### config.mk
export PLATFORM = sky130hd
export DESIGN_NAME = ppu_top
export DESIGN_NICKNAME = d
export VERILOG_FILES = /design/src/hdl/ppu_pkg.sv /design/src/hdl/board_locator.sv /design/src/hdl/pixel_compositor.sv /design/src/hdl/ppu_top.sv /design/src/hdl/square_table.sv /design/src/hdl/vga_timing.sv
export SDC_FILE = /design/constraint.sdc
export NUM_CORES = 2
export LEC_CHECK = 0
export ABC_AREA = 1
export BUFFER_PORTS_ARGS = -buffer_cell sky130_fd_sc_hd__buf_2
export CAP_MARGIN = 40
export CORE_ASPECT_RATIO = 1.75
export CORE_MARGIN = 2
export CORE_UTILIZATION = 51
export CTS_BUF_LIST = sky130_fd_sc_hd__clkbuf_16
export DETAILED_ROUTE_END_ITERATION = 8
export GPL_ROUTABILITY_DRIVEN = 0
export PLACE_DENSITY = 0.77
export RECOVER_POWER = 100
export SETUP_SLACK_MARGIN = 0.05
export SLEW_MARGIN = 20
export SYNTH_ARGS = -nofsm -noshare
export SYNTH_HDL_FRONTEND = slang
export SYNTH_SLANG_ARGS = --single-unit
### constraint.sdc
create_clock -name vga_clk -period 4.5 [get_ports vga_clk]
set_input_delay 0.9 -clock vga_clk [delete_from_list [all_inputs] [get_ports vga_clk]]
set_output_delay 0.9 -clock vga_clk [all_outputs]
set_load 0.02 [all_outputs]
### src/hdl/ppu_pkg.sv
`default_nettype none

package ppu_pkg;

    // pixel and square types
    typedef logic [9:0] coord_t;
    typedef logic [7:0] color332_t;
    typedef logic [6:0] square_idx_t;
    // ship lengths 2 to 5 as 0 to 3
    typedef logic [1:0] ship_type_t;
    // layout is {state[5:4], ship type[3:2], select[1], ai[0]}
    typedef logic [5:0] square_word_t;

    typedef enum logic [1:0] {
        sq_empty = 2'b00,
        sq_miss  = 2'b01,
        sq_hit   = 2'b10,
        sq_ship  = 2'b11
    } sq_state_t;

    // board geometry
    localparam coord_t square_size  = 10'd16;
    localparam coord_t grid_squares = 10'd10;
    localparam coord_t border_width = 10'd6;
    localparam coord_t grid_span    = grid_squares * square_size;
    localparam coord_t grid_x0_b0   = 10'd112;
    localparam coord_t grid_x0_b1   = 10'd390;
    localparam coord_t grid_y0      = 10'd199;
    localparam int unsigned square_count = 100;

    // scene bands, upper bounds exclusive
    localparam coord_t title_x0  = 10'd160;
    localparam coord_t title_x1  = 10'd481;
    localparam coord_t title_y0  = 10'd16;
    localparam coord_t title_y1  = 10'd80;
    localparam coord_t turn_x0   = 10'd170;
    localparam coord_t turn_x1   = 10'd470;
    localparam coord_t turn_y0   = 10'd94;
    localparam coord_t turn_y1   = 10'd130;
    localparam coord_t finish_x0 = 10'd180;
    localparam coord_t finish_x1 = 10'd460;
    localparam coord_t finish_y0 = 10'd170;
    localparam coord_t finish_y1 = 10'd310;
    localparam coord_t shore_y0  = 10'd416;

    // 640x480 at 60 Hz
    localparam coord_t h_active = 10'd640;
    localparam coord_t h_front  = 10'd16;
    localparam coord_t h_sync   = 10'd96;
    localparam coord_t h_total  = 10'd800;
    localparam coord_t v_active = 10'd480;
    localparam coord_t v_front  = 10'd10;
    localparam coord_t v_sync   = 10'd2;
    localparam coord_t v_total  = 10'd525;

    // flat scene colours
    localparam color332_t col_water     = 8'h0B;
    localparam color332_t col_shore     = 8'hD4;
    localparam color332_t col_title     = 8'hFC;
    localparam color332_t col_your_turn = 8'h1C;
    localparam color332_t col_waiting   = 8'h92;
    localparam color332_t col_win       = 8'h1F;
    localparam color332_t col_lose      = 8'hE0;

    // board colours
    localparam color332_t col_border  = 8'h05;
    localparam color332_t col_grid    = 8'h00;
    localparam color332_t col_empty   = 8'h17;
    localparam color332_t col_miss_b0 = 8'hDB;
    localparam color332_t col_miss_b1 = 8'hB6;
    localparam color332_t col_hit_b0  = 8'hE4;
    localparam color332_t col_hit_b1  = 8'hC0;
    // indexed by ship type
    localparam color332_t col_ship [4] = '{8'h6D, 8'h49, 8'h92, 8'h25};
    localparam color332_t col_ai      = 8'h1C;

endpackage

`default_nettype wire

### src/hdl/board_locator.sv
`timescale 1ns/1ps
`default_nettype none

module board_locator (
    input  wire logic                 vga_clk,
    input  wire logic                 rst_n,
    input  wire ppu_pkg::coord_t      next_x,
    input  wire ppu_pkg::coord_t      next_y,
    output logic                      in_board,
    output logic                      in_grid,
    output logic                      board_sel,
    output ppu_pkg::square_idx_t      sq_index,
    output logic [3:0]                off_x,
    output logic [3:0]                off_y,
    output logic                      in_title,
    output logic                      in_turn,
    output logic                      in_finish,
    output logic                      in_shore
);

    import ppu_pkg::*;

    logic        y_grid, y_box;
    logic        b0_grid, b1_grid;
    logic        b0_box, b1_box;
    logic [7:0]  dx, dy;
    square_idx_t row_base;
    square_idx_t sq_next;

    // vertical extent is shared by both boards
    assign y_grid = (next_y >= grid_y0) && (next_y < grid_y0 + grid_span);
    assign y_box  = (next_y >= grid_y0 - border_width) &&
                    (next_y < grid_y0 + grid_span + border_width);

    assign b0_grid = y_grid && (next_x >= grid_x0_b0) && (next_x < grid_x0_b0 + grid_span);
    assign b1_grid = y_grid && (next_x >= grid_x0_b1) && (next_x < grid_x0_b1 + grid_span);

    // border box is the grid grown on every side
    assign b0_box = y_box && (next_x >= grid_x0_b0 - border_width) &&
                    (next_x < grid_x0_b0 + grid_span + border_width);
    assign b1_box = y_box && (next_x >= grid_x0_b1 - border_width) &&
                    (next_x < grid_x0_b1 + grid_span + border_width);

    // offset into the grid, only the low byte matters
    assign dx = b1_grid ? 8'(next_x - grid_x0_b1) : 8'(next_x - grid_x0_b0);
    assign dy = 8'(next_y - grid_y0);

    // row * 10 + column
    assign row_base = {3'b000, dy[7:4]} * 7'd10;
    assign sq_next  = (b0_grid || b1_grid) ? row_base + {3'b000, dx[7:4]} : '0;

    always_ff @(posedge vga_clk or negedge rst_n) begin
        if (!rst_n) begin
            in_board  <= 1'b0;
            in_grid   <= 1'b0;
            in_title  <= 1'b0;
            in_turn   <= 1'b0;
            in_finish <= 1'b0;
            in_shore  <= 1'b0;
        end else begin
            in_board  <= b0_box || b1_box;
            in_grid   <= b0_grid || b1_grid;
            in_title  <= (next_x >= title_x0) && (next_x < title_x1) &&
                         (next_y >= title_y0) && (next_y < title_y1);
            in_turn   <= (next_x >= turn_x0) && (next_x < turn_x1) &&
                         (next_y >= turn_y0) && (next_y < turn_y1);
            in_finish <= (next_x >= finish_x0) && (next_x < finish_x1) &&
                         (next_y >= finish_y0) && (next_y < finish_y1);
            in_shore  <= next_y >= shore_y0;
        end
    end

    // square address and offsets
    always_ff @(posedge vga_clk) begin
        board_sel <= b1_box;
        sq_index  <= sq_next;
        off_x     <= dx[3:0];
        off_y     <= dy[3:0];
    end

    a_grid_in_board: assert property (
        @(posedge vga_clk) disable iff (!rst_n)
        in_grid |-> in_board
    ) else $error("grid pixel outside board border");

endmodule

`default_nettype wire

### src/hdl/pixel_compositor.sv
`timescale 1ns/1ps
`default_nettype none

module pixel_compositor (
    input  wire logic                  vga_clk,
    input  wire logic                  rst_n,
    input  wire logic                  in_board,
    input  wire logic                  in_grid,
    input  wire logic                  board_sel,
    input  wire ppu_pkg::square_idx_t  sq_index,
    input  wire logic [3:0]            off_x,
    input  wire logic [3:0]            off_y,
    input  wire logic                  in_title,
    input  wire logic                  in_turn,
    input  wire logic                  in_finish,
    input  wire logic                  in_shore,
    input  wire ppu_pkg::square_word_t rd_word,
    input  wire logic                  cur_turn,
    input  wire logic [1:0]            cur_finish,
    output logic                       rd_board,
    output ppu_pkg::square_idx_t       rd_index,
    output logic [7:0]                 pix_r,
    output logic [7:0]                 pix_g,
    output logic [7:0]                 pix_b
);

    import ppu_pkg::*;

    sq_state_t  st;
    ship_type_t stype;
    logic       sel_bit, ai_bit;
    logic       on_line;
    color332_t  state_col, marked_col, board_col, pix_col;

    // table lookup for the square under the current pixel
    assign rd_board = board_sel;
    assign rd_index = sq_index;

    assign st      = sq_state_t'(rd_word[5:4]);
    assign stype   = rd_word[3:2];
    assign sel_bit = rd_word[1];
    assign ai_bit  = rd_word[0];

    // first row and column of each square draws the grid line
    assign on_line = (off_x == 4'd0) || (off_y == 4'd0);

    always_comb begin
        case (st)
            sq_empty: state_col = col_empty;
            sq_miss:  state_col = board_sel ? col_miss_b1 : col_miss_b0;
            sq_hit:   state_col = board_sel ? col_hit_b1 : col_hit_b0;
            default:  state_col = col_ship[stype];
        endcase
    end

    // ai marking first, selection inverts whatever is left
    assign marked_col = sel_bit ? ~(ai_bit ? col_ai : state_col) :
                                   (ai_bit ? col_ai : state_col);

    assign board_col = !in_grid ? col_border :
                       on_line  ? col_grid   : marked_col;

    always_comb begin
        if (in_finish && cur_finish[1]) begin
            pix_col = cur_finish[0] ? col_win : col_lose;
        end else if (in_board) begin
            pix_col = board_col;
        end else if (in_shore) begin
            pix_col = col_shore;
        end else if (in_title) begin
            pix_col = col_title;
        end else if (in_turn) begin
            pix_col = cur_turn ? col_your_turn : col_waiting;
        end else begin
            pix_col = col_water;
        end
    end

    // RRRGGGBB to 8 bits per channel
    always_ff @(posedge vga_clk or negedge rst_n) begin
        if (!rst_n) begin
            pix_r <= 8'h00;
            pix_g <= 8'h00;
            pix_b <= 8'h00;
        end else begin
            pix_r <= {pix_col[7:5], 5'b00000};
            pix_g <= {pix_col[4:2], 5'b00000};
            pix_b <= {pix_col[1:0], 6'b000000};
        end
    end

endmodule

`default_nettype wire

### src/hdl/ppu_top.sv
`timescale 1ns/1ps
`default_nettype none

module ppu_top (
    input  wire logic                 vga_clk,
    input  wire logic                 rst_n,
    input  wire logic                 receive,
    input  wire logic                 board,
    input  wire ppu_pkg::square_idx_t square_update,
    input  wire ppu_pkg::sq_state_t   square_state,
    input  wire ppu_pkg::ship_type_t  ship_type,
    input  wire logic                 square_sel,
    input  wire logic                 ai,
    input  wire logic [1:0]           turn,
    input  wire logic [1:0]           finish,
    output logic [7:0]                red,
    output logic [7:0]                green,
    output logic [7:0]                blue,
    output logic                      hsync,
    output logic                      vsync,
    output logic                      blank_n
);

    import ppu_pkg::*;

    coord_t       next_x, next_y;
    logic         in_board, in_grid, board_sel;
    square_idx_t  sq_index, rd_index;
    logic [3:0]   off_x, off_y;
    logic         in_title, in_turn, in_finish, in_shore;
    logic         rd_board;
    square_word_t rd_word;
    logic         cur_turn;
    logic [1:0]   cur_finish;
    logic [7:0]   pix_r, pix_g, pix_b;

    square_table u_square_table (
        .vga_clk, .rst_n, .receive, .board, .square_update, .square_state,
        .ship_type, .square_sel, .ai, .turn, .finish,
        .rd_board, .rd_index, .rd_word, .cur_turn, .cur_finish
    );

    board_locator u_board_locator (
        .vga_clk, .rst_n, .next_x, .next_y,
        .in_board, .in_grid, .board_sel, .sq_index, .off_x, .off_y,
        .in_title, .in_turn, .in_finish, .in_shore
    );

    pixel_compositor u_pixel_compositor (
        .vga_clk, .rst_n,
        .in_board, .in_grid, .board_sel, .sq_index, .off_x, .off_y,
        .in_title, .in_turn, .in_finish, .in_shore,
        .rd_word, .cur_turn, .cur_finish,
        .rd_board, .rd_index, .pix_r, .pix_g, .pix_b
    );

    vga_timing u_vga_timing (
        .vga_clk, .rst_n, .pix_r, .pix_g, .pix_b,
        .next_x, .next_y, .red, .green, .blue, .hsync, .vsync, .blank_n
    );

endmodule

`default_nettype wire

### src/hdl/square_table.sv
`timescale 1ns/1ps
`default_nettype none

module square_table (
    input  wire logic                 vga_clk,
    input  wire logic                 rst_n,
    input  wire logic                 receive,
    input  wire logic                 board,
    input  wire ppu_pkg::square_idx_t square_update,
    input  wire ppu_pkg::sq_state_t   square_state,
    input  wire ppu_pkg::ship_type_t  ship_type,
    input  wire logic                 square_sel,
    input  wire logic                 ai,
    input  wire logic [1:0]           turn,
    input  wire logic [1:0]           finish,
    input  wire logic                 rd_board,
    input  wire ppu_pkg::square_idx_t rd_index,
    output ppu_pkg::square_word_t     rd_word,
    output logic                      cur_turn,
    output logic [1:0]                cur_finish
);

    import ppu_pkg::*;

    // one word per square, board 0 then board 1
    square_word_t sq_mem [2][square_count];

    logic sq_write;

    // turn beats finish beats square write
    assign sq_write = receive && !turn[1] && !finish[1];

    always_ff @(posedge vga_clk or negedge rst_n) begin
        if (!rst_n) begin
            sq_mem     <= '{default: '0};
            cur_turn   <= 1'b0;
            cur_finish <= 2'b00;
        end else if (receive) begin
            if (turn[1]) begin
                cur_turn <= turn[0];
            end else if (finish[1]) begin
                cur_finish <= finish;
            end else begin
                sq_mem[board][square_update] <= {square_state, ship_type, square_sel, ai};
            end
        end
    end

    // compositor only addresses squares inside a grid
    assign rd_word = sq_mem[rd_board][rd_index];

    // controller must never address past the last square
    a_square_in_range: assert property (
        @(posedge vga_clk) disable iff (!rst_n)
        sq_write |-> (int'(square_update) < square_count)
    ) else $error("square_update %0d out of range", square_update);

endmodule

`default_nettype wire

### src/hdl/vga_timing.sv
`timescale 1ns/1ps
`default_nettype none

module vga_timing (
    input  wire logic            vga_clk,
    input  wire logic            rst_n,
    input  wire logic [7:0]      pix_r,
    input  wire logic [7:0]      pix_g,
    input  wire logic [7:0]      pix_b,
    output ppu_pkg::coord_t      next_x,
    output ppu_pkg::coord_t      next_y,
    output logic [7:0]           red,
    output logic [7:0]           green,
    output logic [7:0]           blue,
    output logic                 hsync,
    output logic                 vsync,
    output logic                 blank_n
);

    import ppu_pkg::*;

    coord_t     h_cnt, v_cnt;
    logic       active, hs, vs;
    // three stages to line up with the colour pipeline
    logic [2:0] act_d, hs_d, vs_d;

    always_ff @(posedge vga_clk or negedge rst_n) begin
        if (!rst_n) begin
            h_cnt <= '0;
            v_cnt <= '0;
        end else if (h_cnt == h_total - 1) begin
            h_cnt <= '0;
            v_cnt <= (v_cnt == v_total - 1) ? '0 : v_cnt + 1'b1;
        end else begin
            h_cnt <= h_cnt + 1'b1;
        end
    end

    assign next_x = h_cnt;
    assign next_y = v_cnt;

    assign active = (h_cnt < h_active) && (v_cnt < v_active);
    // sync pulses are active low
    assign hs = !((h_cnt >= h_active + h_front) && (h_cnt < h_active + h_front + h_sync));
    assign vs = !((v_cnt >= v_active + v_front) && (v_cnt < v_active + v_front + v_sync));

    always_ff @(posedge vga_clk or negedge rst_n) begin
        if (!rst_n) begin
            act_d <= 3'b000;
            hs_d  <= 3'b111;
            vs_d  <= 3'b111;
            red   <= 8'h00;
            green <= 8'h00;
            blue  <= 8'h00;
        end else begin
            act_d <= {act_d[1:0], active};
            hs_d  <= {hs_d[1:0], hs};
            vs_d  <= {vs_d[1:0], vs};
            // pixel from the compositor belongs to stage two
            red   <= act_d[1] ? pix_r : 8'h00;
            green <= act_d[1] ? pix_g : 8'h00;
            blue  <= act_d[1] ? pix_b : 8'h00;
        end
    end

    assign blank_n = act_d[2];
    assign hsync   = hs_d[2];
    assign vsync   = vs_d[2];

    a_no_active_in_vsync: assert property (
        @(posedge vga_clk) disable iff (!rst_n)
        blank_n |-> vsync
    ) else $error("active video during vsync pulse");

endmodule

`default_nettype wire

==> flow_summary.yaml <==
cts:
  cts_tree: "built"
  cts_num_sinks: 1270
  h-tree-depth: 3
  hold_buffers: 0
  post_cts_buffers: 0
  clk_latency_ns: 0.74
  cts_buffers: 108
  cts_max_path_buffers: 3
  clk_pin_slew_ns: 0.07
  ctsResizeCount: 0
  cts-root-buf: "clkbuf_16"
setup_path:
  cp.arrival_ns: 4.74
  reg2regPathDepth: 19
  r2r_start: "u_vga_timing.next_y[5]"
  r2r-end: "u_board_locator.sq_index[6]"
  worstSetupEndpointType: "register"
  cp_data_required_time_ns: 5.12
  critPathMaxStageDelay_ns: 1.94
  crit_chain: "clkbuf_1 -> nor2_1 -> nand2_1 -> nor2_4 -> clkbuf_1 -> nand2_1 -> o21ai_0"
  critPathLaunch: "turn[1]"
  rrSetupSlack_ns: 0.38
  cp-start-kind: "primary input"
  cp_slowest_cell: "clkbuf_1"
  worstSetupPathType: "primary input to register"
  crit_fanout: 43
min_path:
  hold_path_class: "register to register"
  hold_depth: 0
  min_to: "u_vga_timing.act_d[1]"
  hp-start: "u_vga_timing.act_d[0]"
drt:
  ant_nets: 0
  dr.pass1.iters: 9
  dr_wl_met3_um: 13500
  vias: 51700
  routed-wl-met2_um: 84600
  routed_wl_um: 177000
  initialDrtViolationCount: 5905
  routedWlPerCell_um: 20.7
  dr.max_layer_used: "met5"
  wl_met1_um: 64700
  viasPerCell: 6.05
  drc_errors: 0
layout:
  final_cell_mix: "2,122 x nand2_1, 1,585 x o21ai_0, 1,248 x dfrtp_1"
  regArea_sq_um: 31700
  nFillCells: 10200
  finalNetCount: 6993
  fin_util: 0.550
  final_layout_size_suffix_gt1_frac: 0.0504
  syn2layout_area_growth_pct: 7.20
  multi_input_comb_area_sq_um: 23900
  layout_commonest_cell: "nand2_1"
power_and_ir_drop:
  power_density_nw_per_um2: 353
  peakVddDrop_uv: 312
  p_leak_nw: 28.4
grt:
  overflow: 0
  grt_max_degree: 154
  antenna_found_initial: 5
  grt_pass1_vias: 50600
  grt_use_total: 0.300
  grt_pass1_wl_um: 280000
timing:
  timing.setup.tns_ns: 0
  skew_ns: 0.0248
  finalHoldViolCount: 0
  slew_headroom: -0.965
  fmax_mhz: 242
  worst_pin_slew_ns: 2.95
  rsz0062_at_grt: "no"
  final.period_utilization: 0.917
  fin_crit_ns: 4.12
  timing.final.ws_setup_ns: 0.376
  slew_viol_final: 228
  setup_viol_count_final: 0
logic_synthesis:
  synth-main-ff-cell: "dfrtp_1"
  syn_area_sq_um: 59200
  synth_edf_count: 0
  syn_inst: 7301
  async_flop_share: 0.987
  synth-seq-area-share: 0.536
  synth_seq_cells: 1270
  avgSynthCellArea_sq_um: 8.11
  yosysWarnings: 0
  synthDistinctLibCells: 61
placement:
  port_buffers: 31
  dpl_worst_slack_ns: 0.695
  hpwlAfterDp_um: 109000
run_status:
  violations: "max-capacitance violations, max-slew violations"
  status: "finished, violations left"
floorplanning:
  io_pins: 48
  rows: 165
  coreArea_sq_um: 115000
  die_h_um: 455
  die_area_sq_um: 119000
  start_util: 0.513
  die_w_um: 262
job:
  drv_cap: 5
metrics by stage:
stage | hold WS [ns] | std cells | power (mW) | area, sq um
2_1_floorplan | 0.331 | 7316 | 12.2 | 59300
3_3_place_gp | 0.341 | 8329 | 12.7 | 59700
3_5_place_dp | 0.337 | 8334 | 12.7 | 59800
4_1_cts | 0.0867 | 8539 | 22.5 | 63500
5_1_grt | 0.358 | 8543 | 23.0 | 63500
6_report | 0.351 | 8544 | 22.4 | 63500
kinds of logic (layout without fill, tap and decap cells):
group / after synthesis / in the layout / share of synthesized area
compound gates: 1940 / 1940 / 0.176
xor+xnor: 17 / 17 / 0.00252
fa+ha+maj: 28 / 28 / 0.00617
buf+inv: 802 / 525 / 0.0618
flops: 1270 / 1270 / 0.536
mux: 2 / 2 / 0.000359
other cells: 1 / 18 / 0.0000633
simple gates: 3241 / 3241 / 0.217
sequential cells by signal, summed over array words and instances (netlist names), 2 cells and up:
register and count:
u_square_table.sq_mem 1200, u_vga_timing.next_x 10, u_vga_timing.next_y 10, u_board_locator.sq_index 7, u_board_locator.off_x 4, u_board_locator.off_y 4, u_pixel_compositor.pix_g 3, u_pixel_compositor.pix_r 3
u_vga_timing.act_d 3, u_vga_timing.green 3, u_vga_timing.hs_d 3, u_vga_timing.red 3, u_vga_timing.vs_d 3, u_pixel_compositor.pix_b 2, u_square_table.cur_finish 2, u_vga_timing.blue 2
Yosys cell counts (all sizes together), types with 2 or more instances:
cell / instances / area [sq um]
or2: 3 / 18.8
o221ai: 108 / 946
dfstp: 6 / 158
nand2: 2124 / 7980
o211ai: 61 / 463
clkbuf: 412 / 1550
inv: 158 / 598
dfxtp: 16 / 320
a31oi: 6 / 37.5
o22ai: 30 / 188
nand4: 7 / 43.8
a211oi: 6 / 45.0
xnor2: 2 / 17.5
dfrtp: 1248 / 31200
nand3: 457 / 2300
or4: 2 / 15.0
buf: 231 / 1510
fa: 2 / 40.0
nor2: 621 / 2350
a22oi: 12 / 90.1
a21oi: 75 / 375
o31ai: 4 / 30.0
a32oi: 2 / 17.5
o2111ai: 2 / 17.5
nor3b: 3 / 22.5
nor3: 15 / 75.1
nand3b: 2 / 15.0
nor4: 5 / 46.3
o21ai: 1624 / 8130
ha: 26 / 325
xor2: 15 / 131
how the worst max path moves through the flow:
stage	to	slack [ns]	depth (start not counted)
after floorplan	u_board_locator.sq_index[6]	1.38	21
after global placement	u_pixel_compositor.pix_g[5]	0.72	18
after detailed placement	u_pixel_compositor.pix_g[5]	0.69	23
after CTS	u_pixel_compositor.pix_g[7]	0.65	23
after global routing	u_pixel_compositor.pix_g[7]	0.06	23
final	u_square_table.sq_mem[699]	0.38	7
final cells by class:
type / instances / share of cell area
Multi-Input combinational cell: 5244 / 0.376
Sequential cell: 1270 / 0.500
Clock inverter: 96 / 0.0153
Inverter: 159 / 0.0103
Tap cell: 1503 / 0.0296
Timing Repair Buffer: 161 / 0.0255
Clock buffer: 109 / 0.0430
Antenna cell: 2 / 0.0000789
where the power goes:
group,total [mW],internal [mW],switching [mW],leakage [nW]
Clock,9.93,5.42,4.51,1.83
Sequential,11.7,11.6,0.0945,17.5
Combinational,0.829,0.168,0.661,9.09
Total,22.4,17.2,5.26,28.4
per-layer routing:
metal	GRT usage	vias up
li1	-	23500
met4	0.229	6
met3	0.0498	728
met1	0.354	25000
met2	0.488	2544
met5	0	-
worst max-delay path, delay by kind of cell:
family	cells	cell delay, ns
buffers and inverters	2	2.03
AND/OR/NAND/NOR	4	1.38
AO/OA/AOI/OAI	1	0.41
Note: power is estimated with default switching activity, not from simulation.
